--- src/source/cpu_cfg.svh ---
`ifndef CPU_CFG_SVH
`define CPU_CFG_SVH

// PC loaded on reset; the first opcode fetch comes from here
`define CPU_RESET_PC 16'h0200

// High address byte for every zero-page access
`define CPU_ZP_PAGE 8'h00

// One-byte, two-cycle NOP, also stands in for any opcode the core lacks
`define CPU_NOP_OPCODE 8'hEA

`endif
--- src/source/cpu_pkg.sv ---
`default_nettype none

package cpu_pkg;

    typedef logic [7:0]  byte_t;   // Data byte, A/X/Y/P
    typedef logic [15:0] addr_t;   // Bus address, PC
    typedef logic [7:0]  opcode_t; // Instruction register

    // Cycle within the instruction
    typedef enum logic [1:0] {
        FETCH,      // Opcode read, write-back of previous instruction
        OPERAND,    // Second byte, dummy read for implied ops
        ZP_ACCESS,  // Zero-page read or write
        JMP_HIGH    // High byte of the JMP target
    } seq_state_t;

    // Group-one operation, straight from opcode bits 7..5
    typedef enum logic [2:0] {
        ALU_ORA, ALU_AND, ALU_EOR, ALU_ADC,
        ALU_STA, ALU_LDA, ALU_CMP, ALU_SBC
    } alu_op_t;

    // Internal data bus source
    typedef enum logic [3:0] {
        DB_NONE, DB_DATA_IN, DB_ALU,
        DB_A, DB_X, DB_Y,
        DB_X_INC, DB_X_DEC, DB_Y_INC, DB_Y_DEC
    } db_src_t;

    typedef enum logic [1:0] {
        ADDR_PC,     // Instruction stream
        ADDR_ZP,     // Zero page, low byte from data-in register
        ADDR_VECTOR  // Fixed restart address
    } addr_src_t;

    // Register driven onto data_out for a store
    typedef enum logic [1:0] {WDATA_A, WDATA_X, WDATA_Y} wdata_src_t;

endpackage

`default_nettype wire

--- src/source/cpu_ctrl_if.sv ---
`timescale 1ns/100ps
`default_nettype none

interface cpu_ctrl_if;
    import cpu_pkg::*;

    logic       pc_inc;     // PC + 1
    logic       pc_load;    // PC from {input byte, data-in register}
    addr_src_t  addr_src;
    logic       write_en;   // Bus write this cycle
    wdata_src_t wdata_src;
    db_src_t    db_src;
    alu_op_t    alu_op;     // Also carries opcode bit 5 for CLC/SEC
    logic       load_a;
    logic       load_x;
    logic       load_y;
    logic       set_nz;     // N and Z from the internal bus
    logic       set_cv_alu; // C from ALU, V too for ADC/SBC
    logic       set_c_op;   // C from opcode bit 5

    // Sequencer side drives the whole control word
    modport seq (
        output pc_inc, pc_load, addr_src, write_en, wdata_src, db_src, alu_op,
        output load_a, load_x, load_y, set_nz, set_cv_alu, set_c_op
    );

    // Datapath only consumes it
    modport dp (
        input pc_inc, pc_load, addr_src, write_en, wdata_src, db_src, alu_op,
        input load_a, load_x, load_y, set_nz, set_cv_alu, set_c_op
    );

endinterface

`default_nettype wire

--- src/source/cpu_top.sv ---
`timescale 1ns/100ps
`default_nettype none

module cpu_top
(
    input  logic             clock,
    input  logic             reset,
    input  logic             enable,       // Clock enable, low stalls the core
    input  cpu_pkg::byte_t   data_in,
    output cpu_pkg::addr_t   address,
    output cpu_pkg::byte_t   data_out,
    output logic             write_en,
    output logic             sync,         // Opcode fetch cycle
    output cpu_pkg::opcode_t debug_opcode,
    output cpu_pkg::addr_t   debug_pc,
    output cpu_pkg::byte_t   debug_a,
    output cpu_pkg::byte_t   debug_x,
    output cpu_pkg::byte_t   debug_y,
    output cpu_pkg::byte_t   debug_p
);

    // Per-cycle control word
    cpu_ctrl_if ctrl ();

    cpu_sequencer sequencer0
    (
        .clock   (clock),
        .reset   (reset),
        .enable  (enable),
        .data_in (data_in),
        .ctrl    (ctrl.seq),
        .sync    (sync),
        .opcode  (debug_opcode)
    );

    cpu_datapath datapath0
    (
        .clock    (clock),
        .reset    (reset),
        .enable   (enable),
        .ctrl     (ctrl.dp),
        .data_in  (data_in),
        .address  (address),
        .data_out (data_out),
        .write_en (write_en),
        .pc       (debug_pc),
        .a        (debug_a),
        .x        (debug_x),
        .y        (debug_y),
        .p        (debug_p)
    );

endmodule

`default_nettype wire

--- src/source/cpu_datapath.sv ---
`timescale 1ns/100ps
`default_nettype none
`include "cpu_cfg.svh"

module cpu_datapath
(
    input  logic           clock,
    input  logic           reset,
    input  logic           enable,
    cpu_ctrl_if.dp         ctrl,
    input  cpu_pkg::byte_t data_in,  // Raw bus byte
    output cpu_pkg::addr_t address,
    output cpu_pkg::byte_t data_out,
    output logic           write_en,
    output cpu_pkg::addr_t pc,
    output cpu_pkg::byte_t a,
    output cpu_pkg::byte_t x,
    output cpu_pkg::byte_t y,
    output cpu_pkg::byte_t p
);
    import cpu_pkg::*;

    byte_t data_reg; // Last bus byte, read or written
    byte_t bus;      // Internal data bus
    byte_t alu_result;
    logic  alu_c;
    logic  alu_v;
    logic  flag_n;
    logic  flag_v;
    logic  flag_z;
    logic  flag_c;

    // Operands are A and the registered byte
    cpu_alu alu0
    (
        .a      (a),
        .b      (data_reg),
        .c_in   (flag_c),
        .op     (ctrl.alu_op),
        .result (alu_result),
        .c_out  (alu_c),
        .v_out  (alu_v)
    );

    always_comb
    begin
        case (ctrl.db_src)
            DB_DATA_IN: bus = data_reg;
            DB_ALU:     bus = alu_result;
            DB_A:       bus = a;
            DB_X:       bus = x;
            DB_Y:       bus = y;
            DB_X_INC:   bus = x + 8'h01;
            DB_X_DEC:   bus = x - 8'h01;
            DB_Y_INC:   bus = y + 8'h01;
            DB_Y_DEC:   bus = y - 8'h01;
            default:    bus = 8'h00; // Nothing driving
        endcase
    end

    always_comb
    begin
        case (ctrl.addr_src)
            ADDR_ZP: address = {`CPU_ZP_PAGE, data_reg}; // Operand byte as low address
            default: address = pc;
        endcase
    end

    // Store data
    always_comb
    begin
        case (ctrl.wdata_src)
            WDATA_X: data_out = x;
            WDATA_Y: data_out = y;
            default: data_out = a;
        endcase
    end

    assign write_en = ctrl.write_en;

    // N V 1 B D I Z C, with B set and D, I absent
    assign p = {flag_n, flag_v, 1'b1, 1'b1, 1'b0, 1'b0, flag_z, flag_c};

    always_ff @(posedge clock)
    begin
        if (reset)
        begin
            pc     <= `CPU_RESET_PC;
            a      <= 8'h00;
            x      <= 8'h00;
            y      <= 8'h00;
            flag_n <= 1'b0;
            flag_v <= 1'b0;
            flag_z <= 1'b0;
            flag_c <= 1'b0;
        end
        else if (enable)
        begin
            if (ctrl.pc_load)
                pc <= {data_in, data_reg}; // JMP target, high byte live on the bus
            else if (ctrl.pc_inc)
                pc <= pc + 16'h0001;

            if (ctrl.load_a)
                a <= bus;
            if (ctrl.load_x)
                x <= bus;
            if (ctrl.load_y)
                y <= bus;

            if (ctrl.set_nz)
            begin
                flag_n <= bus[7];
                flag_z <= (bus == 8'h00);
            end

            if (ctrl.set_c_op)
                flag_c <= ctrl.alu_op[0]; // Opcode bit 5, CLC vs SEC
            else if (ctrl.set_cv_alu)
                flag_c <= alu_c;

            if (ctrl.set_cv_alu && (ctrl.alu_op inside {ALU_ADC, ALU_SBC}))
                flag_v <= alu_v; // CMP leaves V alone
        end
    end

    // After a write the register reflects what went out
    always_ff @(posedge clock)
    begin
        if (enable)
            data_reg <= ctrl.write_en ? data_out : data_in;
    end

endmodule

`default_nettype wire

--- src/source/cpu_sequencer.sv ---
`timescale 1ns/100ps
`default_nettype none
`include "cpu_cfg.svh"

module cpu_sequencer
(
    input  logic             clock,
    input  logic             reset,
    input  logic             enable,
    input  cpu_pkg::byte_t   data_in, // Raw bus byte, opcode in FETCH
    cpu_ctrl_if.seq          ctrl,
    output logic             sync,
    output cpu_pkg::opcode_t opcode
);
    import cpu_pkg::*;

    seq_state_t state;
    seq_state_t next_state;
    db_src_t    wb_db_src;  // Bus source for the write-back
    wdata_src_t store_src;

    // Anything outside the kept subset becomes a NOP
    function automatic logic is_supported(input opcode_t op);
        case (op) inside
            8'h89:                        is_supported = 1'b0; // No STA immediate
            8'b???_010_01, 8'b???_001_01: is_supported = 1'b1; // Group one, #imm and zp
            8'hA0, 8'hA2, 8'hA4, 8'hA6:   is_supported = 1'b1; // LDY/LDX
            8'h84, 8'h86:                 is_supported = 1'b1; // STY/STX zp
            8'hAA, 8'hA8, 8'h8A, 8'h98:   is_supported = 1'b1; // Transfers
            8'hE8, 8'hC8, 8'hCA, 8'h88:   is_supported = 1'b1; // INX INY DEX DEY
            8'h18, 8'h38, 8'hEA, 8'h4C:   is_supported = 1'b1; // CLC SEC NOP JMP
            default:                      is_supported = 1'b0;
        endcase
    endfunction

    // Addressing class
    wire logic op_group1    = opcode[1:0] == 2'b01;
    wire logic op_implied   = opcode ==? 8'b???_?10_?0; // One byte
    wire logic op_zero_page = opcode[4:2] == 3'b001;
    wire logic op_jmp       = opcode == 8'h4C;
    wire logic op_store     = op_zero_page & (opcode[7:5] == 3'b100); // STA/STX/STY

    // Write-back class of the instruction in the opcode register
    wire logic op_arith   = op_group1 & (opcode[7:5] != 3'b100); // All but STA
    wire logic op_cmp     = op_group1 & (opcode[7:5] == 3'b110);
    wire logic op_carry   = op_arith & (opcode[7:5] inside {3'b011, 3'b110, 3'b111});
    wire logic op_ldx     = opcode ==? 8'b101_00?_10;
    wire logic op_ldy     = opcode ==? 8'b101_00?_00;
    wire logic op_tax     = opcode == 8'hAA;
    wire logic op_tay     = opcode == 8'hA8;
    wire logic op_txa     = opcode == 8'h8A;
    wire logic op_tya     = opcode == 8'h98;
    wire logic op_inx     = opcode == 8'hE8;
    wire logic op_iny     = opcode == 8'hC8;
    wire logic op_dex     = opcode == 8'hCA;
    wire logic op_dey     = opcode == 8'h88;
    wire logic op_clc_sec = opcode ==? 8'b00?_110_00;

    wire logic wb_load_a = (op_arith & ~op_cmp) | op_txa | op_tya;
    wire logic wb_load_x = op_ldx | op_tax | op_inx | op_dex;
    wire logic wb_load_y = op_ldy | op_tay | op_iny | op_dey;

    always_comb
    begin
        if (op_arith)
            wb_db_src = DB_ALU;       // LDA too, ALU passes b
        else if (op_ldx | op_ldy)
            wb_db_src = DB_DATA_IN;
        else if (op_tax | op_tay)
            wb_db_src = DB_A;
        else if (op_txa)
            wb_db_src = DB_X;
        else if (op_tya)
            wb_db_src = DB_Y;
        else if (op_inx)
            wb_db_src = DB_X_INC;
        else if (op_dex)
            wb_db_src = DB_X_DEC;
        else if (op_iny)
            wb_db_src = DB_Y_INC;
        else if (op_dey)
            wb_db_src = DB_Y_DEC;
        else
            wb_db_src = DB_NONE;
    end

    // Store register from opcode bits 1..0
    always_comb
    begin
        case (opcode[1:0])
            2'b00:   store_src = WDATA_Y;
            2'b10:   store_src = WDATA_X;
            default: store_src = WDATA_A;
        endcase
    end

    always_comb
    begin
        // Quiet control word unless a state asks for more
        next_state      = FETCH;
        ctrl.pc_inc     = 1'b0;
        ctrl.pc_load    = 1'b0;
        ctrl.addr_src   = ADDR_PC;
        ctrl.write_en   = 1'b0;
        ctrl.wdata_src  = store_src;
        ctrl.db_src     = DB_NONE;
        ctrl.alu_op     = alu_op_t'(opcode[7:5]);
        ctrl.load_a     = 1'b0;
        ctrl.load_x     = 1'b0;
        ctrl.load_y     = 1'b0;
        ctrl.set_nz     = 1'b0;
        ctrl.set_cv_alu = 1'b0;
        ctrl.set_c_op   = 1'b0;

        case (state)
            FETCH:
            begin
                // Opcode read overlaps the previous instruction's write-back
                next_state      = OPERAND;
                ctrl.pc_inc     = 1'b1;
                ctrl.db_src     = wb_db_src;
                ctrl.load_a     = wb_load_a;
                ctrl.load_x     = wb_load_x;
                ctrl.load_y     = wb_load_y;
                ctrl.set_nz     = wb_load_a | wb_load_x | wb_load_y | op_cmp;
                ctrl.set_cv_alu = op_carry;
                ctrl.set_c_op   = op_clc_sec;
            end
            OPERAND:
            begin
                ctrl.pc_inc = ~op_implied; // Implied ops reread the next opcode
                if (op_zero_page)
                    next_state = ZP_ACCESS;
                else if (op_jmp)
                    next_state = JMP_HIGH;
            end
            ZP_ACCESS:
            begin
                ctrl.addr_src = ADDR_ZP;
                ctrl.write_en = op_store;
            end
            JMP_HIGH:
            begin
                ctrl.pc_load = 1'b1; // Low byte already registered
            end
        endcase
    end

    always_ff @(posedge clock)
    begin
        if (reset)
        begin
            state  <= FETCH;
            opcode <= `CPU_NOP_OPCODE;
        end
        else if (enable)
        begin
            state <= next_state;
            if (state == FETCH)
                opcode <= is_supported(data_in) ? data_in : `CPU_NOP_OPCODE;
        end
    end

    assign sync = (state == FETCH);

endmodule

`default_nettype wire

--- src/source/cpu_alu.sv ---
`timescale 1ns/100ps
`default_nettype none

module cpu_alu
(
    input  cpu_pkg::byte_t  a,      // Accumulator
    input  cpu_pkg::byte_t  b,      // Operand byte
    input  logic            c_in,
    input  cpu_pkg::alu_op_t op,
    output cpu_pkg::byte_t  result,
    output logic            c_out,
    output logic            v_out
);
    import cpu_pkg::*;

    byte_t      addend;
    logic       carry_in;
    logic [8:0] sum;

    // CMP and SBC subtract by adding ~b
    assign addend = op[2] ? ~b : b;

    // CMP ignores the C flag and always subtracts exactly
    assign carry_in = (op == ALU_CMP) | c_in;

    assign sum = {1'b0, a} + {1'b0, addend} + {8'h00, carry_in};

    always_comb
    begin
        case (op)
            ALU_ORA: result = a | b;
            ALU_AND: result = a & b;
            ALU_EOR: result = a ^ b;
            ALU_ADC: result = sum[7:0];
            ALU_LDA: result = b;
            ALU_CMP: result = a;     // A unchanged, carry only
            ALU_SBC: result = sum[7:0];
            default: result = 8'h00; // STA never reaches the bus
        endcase
    end

    assign c_out = sum[8];

    // Signed overflow, both inputs agree in sign and the sum differs
    assign v_out = (a[7] ^ sum[7]) & (addend[7] ^ sum[7]);

endmodule

`default_nettype wire

--- config.mk ---
export PLATFORM = sky130hd
export DESIGN_NAME = cpu_top
export DESIGN_NICKNAME = d
export VERILOG_FILES = /design/src/source/cpu_pkg.sv /design/src/source/cpu_ctrl_if.sv /design/src/source/cpu_top.sv /design/src/source/cpu_datapath.sv /design/src/source/cpu_sequencer.sv /design/src/source/cpu_alu.sv
export VERILOG_INCLUDE_DIRS = /design/src /design/src/source
export SDC_FILE = /design/constraint.sdc
export NUM_CORES = 1
export LEC_CHECK = 0
export BUFFER_PORTS_ARGS = -buffer_cell sky130_fd_sc_hd__buf_2
export CORE_MARGIN = 2
export CORE_UTILIZATION = 55
export CTS_BUF_LIST = sky130_fd_sc_hd__clkbuf_16
export DETAILED_ROUTE_END_ITERATION = 8
export GPL_ROUTABILITY_DRIVEN = 0
export PLACE_DENSITY = 0.86
export SLEW_MARGIN = 20
export SYNTH_ARGS = -nofsm -noshare
export SYNTH_HDL_FRONTEND = slang
export SYNTH_SLANG_ARGS = --single-unit
--- constraint.sdc ---
create_clock -name clock -period 5.1 [get_ports clock]
set_input_delay 1.275 -clock clock [delete_from_list [all_inputs] [get_ports clock]]
set_output_delay 1.275 -clock clock [all_outputs]
set_load 0.01 [all_outputs]
---- Yosys cells after proc, flatten, opt, wreduce, memory -nomap -nowiden ----
Index checks and enable logic that the tools add are counted.
cells by class
  add/sub/neg operators ................... 7
  reduce and logical (&&, ||, !) cells .... 24
  bitwise logic cells ..................... 28
  equality and inequality tests ........... 60
  mux-type cells .......................... 45
operators with widths
  cell                                              number
  == test 8 bit, second input constant              24
  one-hot mux 8 bit (9 select lines)                1
  2-to-1 mux 16 bit                                 3
  one-hot mux 8 bit (6 select lines)                1
  2-to-1 mux 4 bit                                  10
  2-to-1 mux 8 bit                                  3
  2-to-1 mux 1 bit                                  21
  adder 16 x 1 -> 16 bit, second input constant     1
  adder 8 x 1 -> 8 bit, second input constant       2
  == test 4 x 3 -> 1 bit, second input constant     4
  == test 8 x 7 -> 1 bit, second input constant     2
  one-hot mux 8 bit (2 select lines)                1
  AND reduction 2 bit                               8
  OR reduction 4 bit                                4
  subtractor 8 x 1 -> 8 bit, second input constant  2
  == test 3 bit, second input constant              5
  == test 7 bit, second input constant              2
  OR 1 bit                                          14
  adder 8 x 8 -> 9 bit                              1
  adder 9 x 1 -> 9 bit                              1
  AND 8 bit                                         1
  == test 2 bit, second input constant              4
  == test 4 x 2 -> 1 bit, second input constant     2
  == test 4 bit, second input constant              2
  27 further kinds                                  45
word-level totals
  logic and storage cells ................. 175
  register bits after elaboration ......... 62
  bits of input ports ..................... 11
  output and inout bits ................... 82

---- Longest topological paths before layout ----
  depth in word-level cells ............... 14
  depth in mapped cells ................... 15
  depth with buffers taken out ............ 13

---- By module ----
A second synthesis with hierarchy kept.
unflattened totals
  cell total of the unflattened synthesis .. 774
  area, all modules ....................... 5805.6 um^2
by module, submodules not included
  module         sequential area each (um^2)  area an instance (um^2)  cells an instance  instances
  cpu_datapath   1121.1                       3812.4                   483                1
  cpu_alu        0.0                          1068.5                   155                1
  cpu_sequencer  200.2                        924.6                    136                1

---- Worst setup path after synthesis ----
OpenSTA, ideal clock, no wires.
  path kind ............................... flip-flop to flip-flop
  start point ............................. reg sequencer0.opcode[7]
  end point ............................... reg datapath0.flag_z
  cell stages (with the launch flop) ...... 15
  period minus slack after synthesis ...... 4.011 ns
  library setup time ...................... 0.059 ns
  required time ........................... 5.041 ns
  path buffers ............................ 4
  setup slack ............................. 1.089 ns
  data arrival time ....................... 3.952 ns
  cells stage by stage .................... dfxtp_1 > buf_4 > buf_2 > buf_2 > buf_2 > xor2_1 > fa_1 > fa_1 > mux4_2 > a222oi_1 > o31ai_1 > a211oi_2 > nor4bb_1 > and4_1 > a31o_1
on the way
  longest elaborated chain between the ends .. 14
  elaborated cells on any way between the ends .. 64
  those cells by class .................... add/sub: 2; eq/ne: 26; mux: 14; bitwise: 18; reduce/logical: 4
ends and longest elaborated chain
  item                                                           line                  source
  from (decl)                                                    cpu_sequencer.sv:13   output cpu_pkg::opcode_t opcode
  from (signal assigned)                                         cpu_sequencer.sv:154  opcode <= `CPU_NOP_OPCODE;
  from (signal assigned)                                         cpu_sequencer.sv:160  opcode <= is_supported(data_in) ? data_in : `CPU_NOP_OPCODE;
  branches (longest 14 deep; another with adder 8 x 8 -> 9 bit)  --
  to (signal assigned)                                           cpu_datapath.sv:114   flag_z <= (bus == 8'h00);
  to (decl)                                                      cpu_datapath.sv:30    logic flag_z;
Several ways; the timed one is not identified.
A chain may end at the register's enable or synchronous reset.

---- Final worst setup path ----
  start point ............................. reg sequencer0.opcode[7]
  end point ............................... reg datapath0.x[7]
on the way
  longest elaborated chain between the ends .. 13
  elaborated cells on any way between the ends .. 52
  those cells by class .................... add/sub: 2; eq/ne: 26; mux: 14; bitwise: 7; reduce/logical: 3
ends and longest elaborated chain
  item                                                           line                 source
  branches (longest 13 deep; another with adder 8 x 8 -> 9 bit)  --
  to (signal assigned)                                           cpu_datapath.sv:107  x <= bus;
  to (decl)                                                      cpu_datapath.sv:17   output cpu_pkg::byte_t x,
Several ways; the timed one is not identified.

==> impl_metrics.py <==
metrics = {
    "critical_path": {
        "critPathRequiredTime_ns": 5.27,
        "path_delay_family": "compound AO/OA/AOI/OAI gates",
        "cp_slowest_stage_delay_ns": 0.64,
        "path_cells": "nor2b_1, o211ai_4, nor4_2, nor2b_1, ha_1, a211o_1, o211ai_1, a21oi_1, o22ai_1, xnor2_1, a22o_1, a211oi_1, a211oi_1",
        "path_depth": 13,
        "cp_num_buf_inv": 0,
        "cp-end-kind": "flip-flop",
        "start_kind": "flip-flop",
        "rr_worst_depth": 13,
        "rr_endpoint": "datapath0.x[7]$_SDFFE_PP0P_",
        "crit_fanout": 15,
        "cp.arrival_ns": 4.83,
        "worstSetupStartpoint": "sequencer0.opcode[7]$_SDFFE_PP1P_",
        "rr_startpoint": "sequencer0.opcode[7]$_SDFFE_PP1P_",
        "ff2ff_setup_slack_ns": 0.45,
        "critPathSlowestCell": "dfxtp_1",
        "critPathKind": "flip-flop to flip-flop",
        "crit_end": "datapath0.x[7]$_SDFFE_PP0P_",
    },
    "clocking": {
        "clk_pin_slew_worst_paths_ns": 0.06,
        "htreeDepth": 3,
        "cts_setup_buffers": 0,
        "cts_buffers": 9,
        "cts_tree": "done",
        "clkSinkCount": 62,
        "holdBufCountCts": 0,
        "worstSkewPairLatency_ns": 0.34,
        "cts_root_buffer": "clkbuf_16",
        "cts_resized": 0,
        "cts_buffer_depth": 2,
    },
    "logic_synthesis": {
        "netlist_area_sq_mm": 0.005500,
        "synth_common_cells": "nor2_1, nand2_1, dfxtp_1",
        "synth_top_cell_by_area": "dfxtp_1",
        "synth_edf_count": 8,
        "yosysMostFrequentCell": "nor2_1",
        "synthDistinctLibCells": 82,
        "ys_seq_area_share_pct": 24.02,
        "synthArstFlopShare_pct": 0,
        "synth_area_per_cell_sq_um": 7.869,
        "yosys_warnings": 0,
        "synth_cells": 699,
        "synth_area_leaders": "dfxtp_1, ha_1, nor2_1, mux2i_1, edfxtp_1",
        "synth-seq-cells": 62,
        "synth_top_cell_area_share_pct": 19.65,
        "synth_ff_type": "dfxtp_1",
    },
    "global_routing": {
        "grt_util_met1_pct": 43.64,
        "grt_antenna_before_repair": 0,
        "grt_max_degree": 47,
        "use_met2_pct": 51.22,
        "met3_usage_pct": 6.892,
        "grt_pass1_wl_um": 28410,
        "grt-busiest-layer": "met2",
        "gr-total-overflow": 0,
        "grt_pass1_vias": 5479,
        "grt_use_total_pct": 32.66,
    },
    "power_and_ir_drop": {
        "power_mw": 1.202,
        "power_leakage_nw": 2.761,
        "max-vdd-ir-drop_mv": 0.2471,
        "p_per_area_mw_per_mm2": 193.6,
    },
    "floorplanning": {
        "design.core.area_sq_mm": 0.009729,
        "die_h_um": 104,
        "dieArea_sq_mm": 0.01082,
        "die_x_um": 104,
        "initial_core_util_pct": 56.53,
        "rows": 36,
        "io_pins": 93,
    },
    "layout": {
        "largest_reg_flops": 16,
        "fill_cells": 825,
        "drive_gt1_share_pct": 18.09,
        "n_antenna_cell": 0,
        "top_register": "datapath0.pc",
        "syn2layout_area_growth_pct": 12.83,
        "layout.nets": 809,
    },
    "outcome": {
        "run_status": "finished, final reports clean",
    },
    "route": {
        "vias_per_cell": 6.645,
        "drc": 0,
        "drt_iter0_drc": 972,
        "first_pass_iters": 6,
        "drt-total-wl_um": 18310,
        "vias": 5954,
        "final_antenna_net_count": 0,
        "post_drt_wl_per_cell_um": 20.43,
    },
    "place": {
        "io_buffers": 88,
        "dpl_worst_slack_ns": 0.6348,
        "dp_hpwl_um": 13150,
    },
    "timing": {
        "rsz0062_at_grt": "no",
        "tns_ns": 0,
        "worstMarginPinSlew_ns": 1.169,
        "setup_violations": 0,
        "timing.final.crit_share_pct": 91.26,
        "fmax_mhz": 214.9,
        "maxSlewHeadroom_pct": 21.35,
        "hold_viol_final": 0,
        "timing.final.crit_period_ns": 4.654,
        "worst_slack_ns": 0.4459,
        "report.final.slew_viol_count": 0,
        "finClkSkew_ns": 0.007243,
    },
    "min_path": {
        "min-delay-start": "datapath0.flag_v$_SDFFE_PP0P_",
        "whs_path_depth": 1,
        "min_path_type": "flip-flop to flip-flop",
    },
    "job": {
        "maxCapViolCount": 0,
    },
}
## through the flow
stage	area, sq um	util [%]	cells	hold WS (ns)
floorplan	5508	-	701	0.4730
global placement	5948	61.14	880	0.5054
detailed placement	5948	61.14	880	0.5007
CTS	6201	63.73	896	0.5166
global route	6206	63.79	896	0.5451
finish	6206	63.79	896	0.5202
## cell type report
type	instances	area, sq um	share of cell area [%]
flip-flops and latches	62	1321	21.29
inverters	26	97.59	1.573
clock inverters	7	27.53	0.4435
well taps	133	166.4	2.681
repair buffers	98	515.5	8.306
multi-input cells	561	3852	62.08
clock buffers	9	225.2	3.629
## cells by family after synthesis
family	synth area share (%)
other cells	0.1365
flops	24.02
compound gates	25.18
mux	7.803
xor+xnor	3.981
simple gates	22.95
buf+inv	6.278
fa+ha+maj	9.645
## cells in the final DEF (no fill, tap or decap), types with 4 or more instances in the layout
cell type,n
nand2_1,58
edfxtp_1,8
buf_2,88
nor3_1,19
conb_1,4
o22ai_1,12
nand3b_1,4
nor2b_1,6
xor2_1,14
nand3_1,13
inv_1,29
nand4_1,5
fa_1,4
a22oi_1,13
xnor2_1,11
ha_1,36
dfxtp_1,54
o21bai_1,4
o221ai_1,4
and2_1,12
a31oi_1,9
nor2_1,78
a21o_1,6
nor3b_1,5
and3_1,7
a21oi_1,40
a22o_1,4
clkbuf_16,9
o211ai_1,7
nand2b_1,7
mux2i_1,26
o21ai_0,41
buf_4,10
mux2_2,12
a211oi_1,29
## worst min-delay path by stage
stage	endpoint	slack (ns)
5_1_grt	datapath0.flag_v$_SDFFE_PP0P_	0.55
4_1_cts	datapath0.flag_v$_SDFFE_PP0P_	0.52
6_report	datapath0.flag_v$_SDFFE_PP0P_	0.52
2_1_floorplan	datapath0.flag_v$_SDFFE_PP0P_	0.47
3_3_place_gp	datapath0.flag_v$_SDFFE_PP0P_	0.51
3_5_place_dp	datapath0.flag_v$_SDFFE_PP0P_	0.50
## power breakdown
part | internal, mW | switching, mW | leakage, nW | total, mW
sequential | 0.505 | 0.0214 | 0.514 | 0.526
combinational | 0.0513 | 0.0930 | 2.11 | 0.144
clock | 0.317 | 0.215 | 0.139 | 0.531
## layer usage
| layer | share of wire (%) | up-vias |
|---|---|---|
| met4 | 4.9 | 0 |
| met5 | 0 | - |
| met1 | 37 | 2754 |
| met3 | 13 | 99 |
| li1 | - | 2675 |
| met2 | 45 | 426 |
No activity file was read; power rests on OpenSTA's default activity.
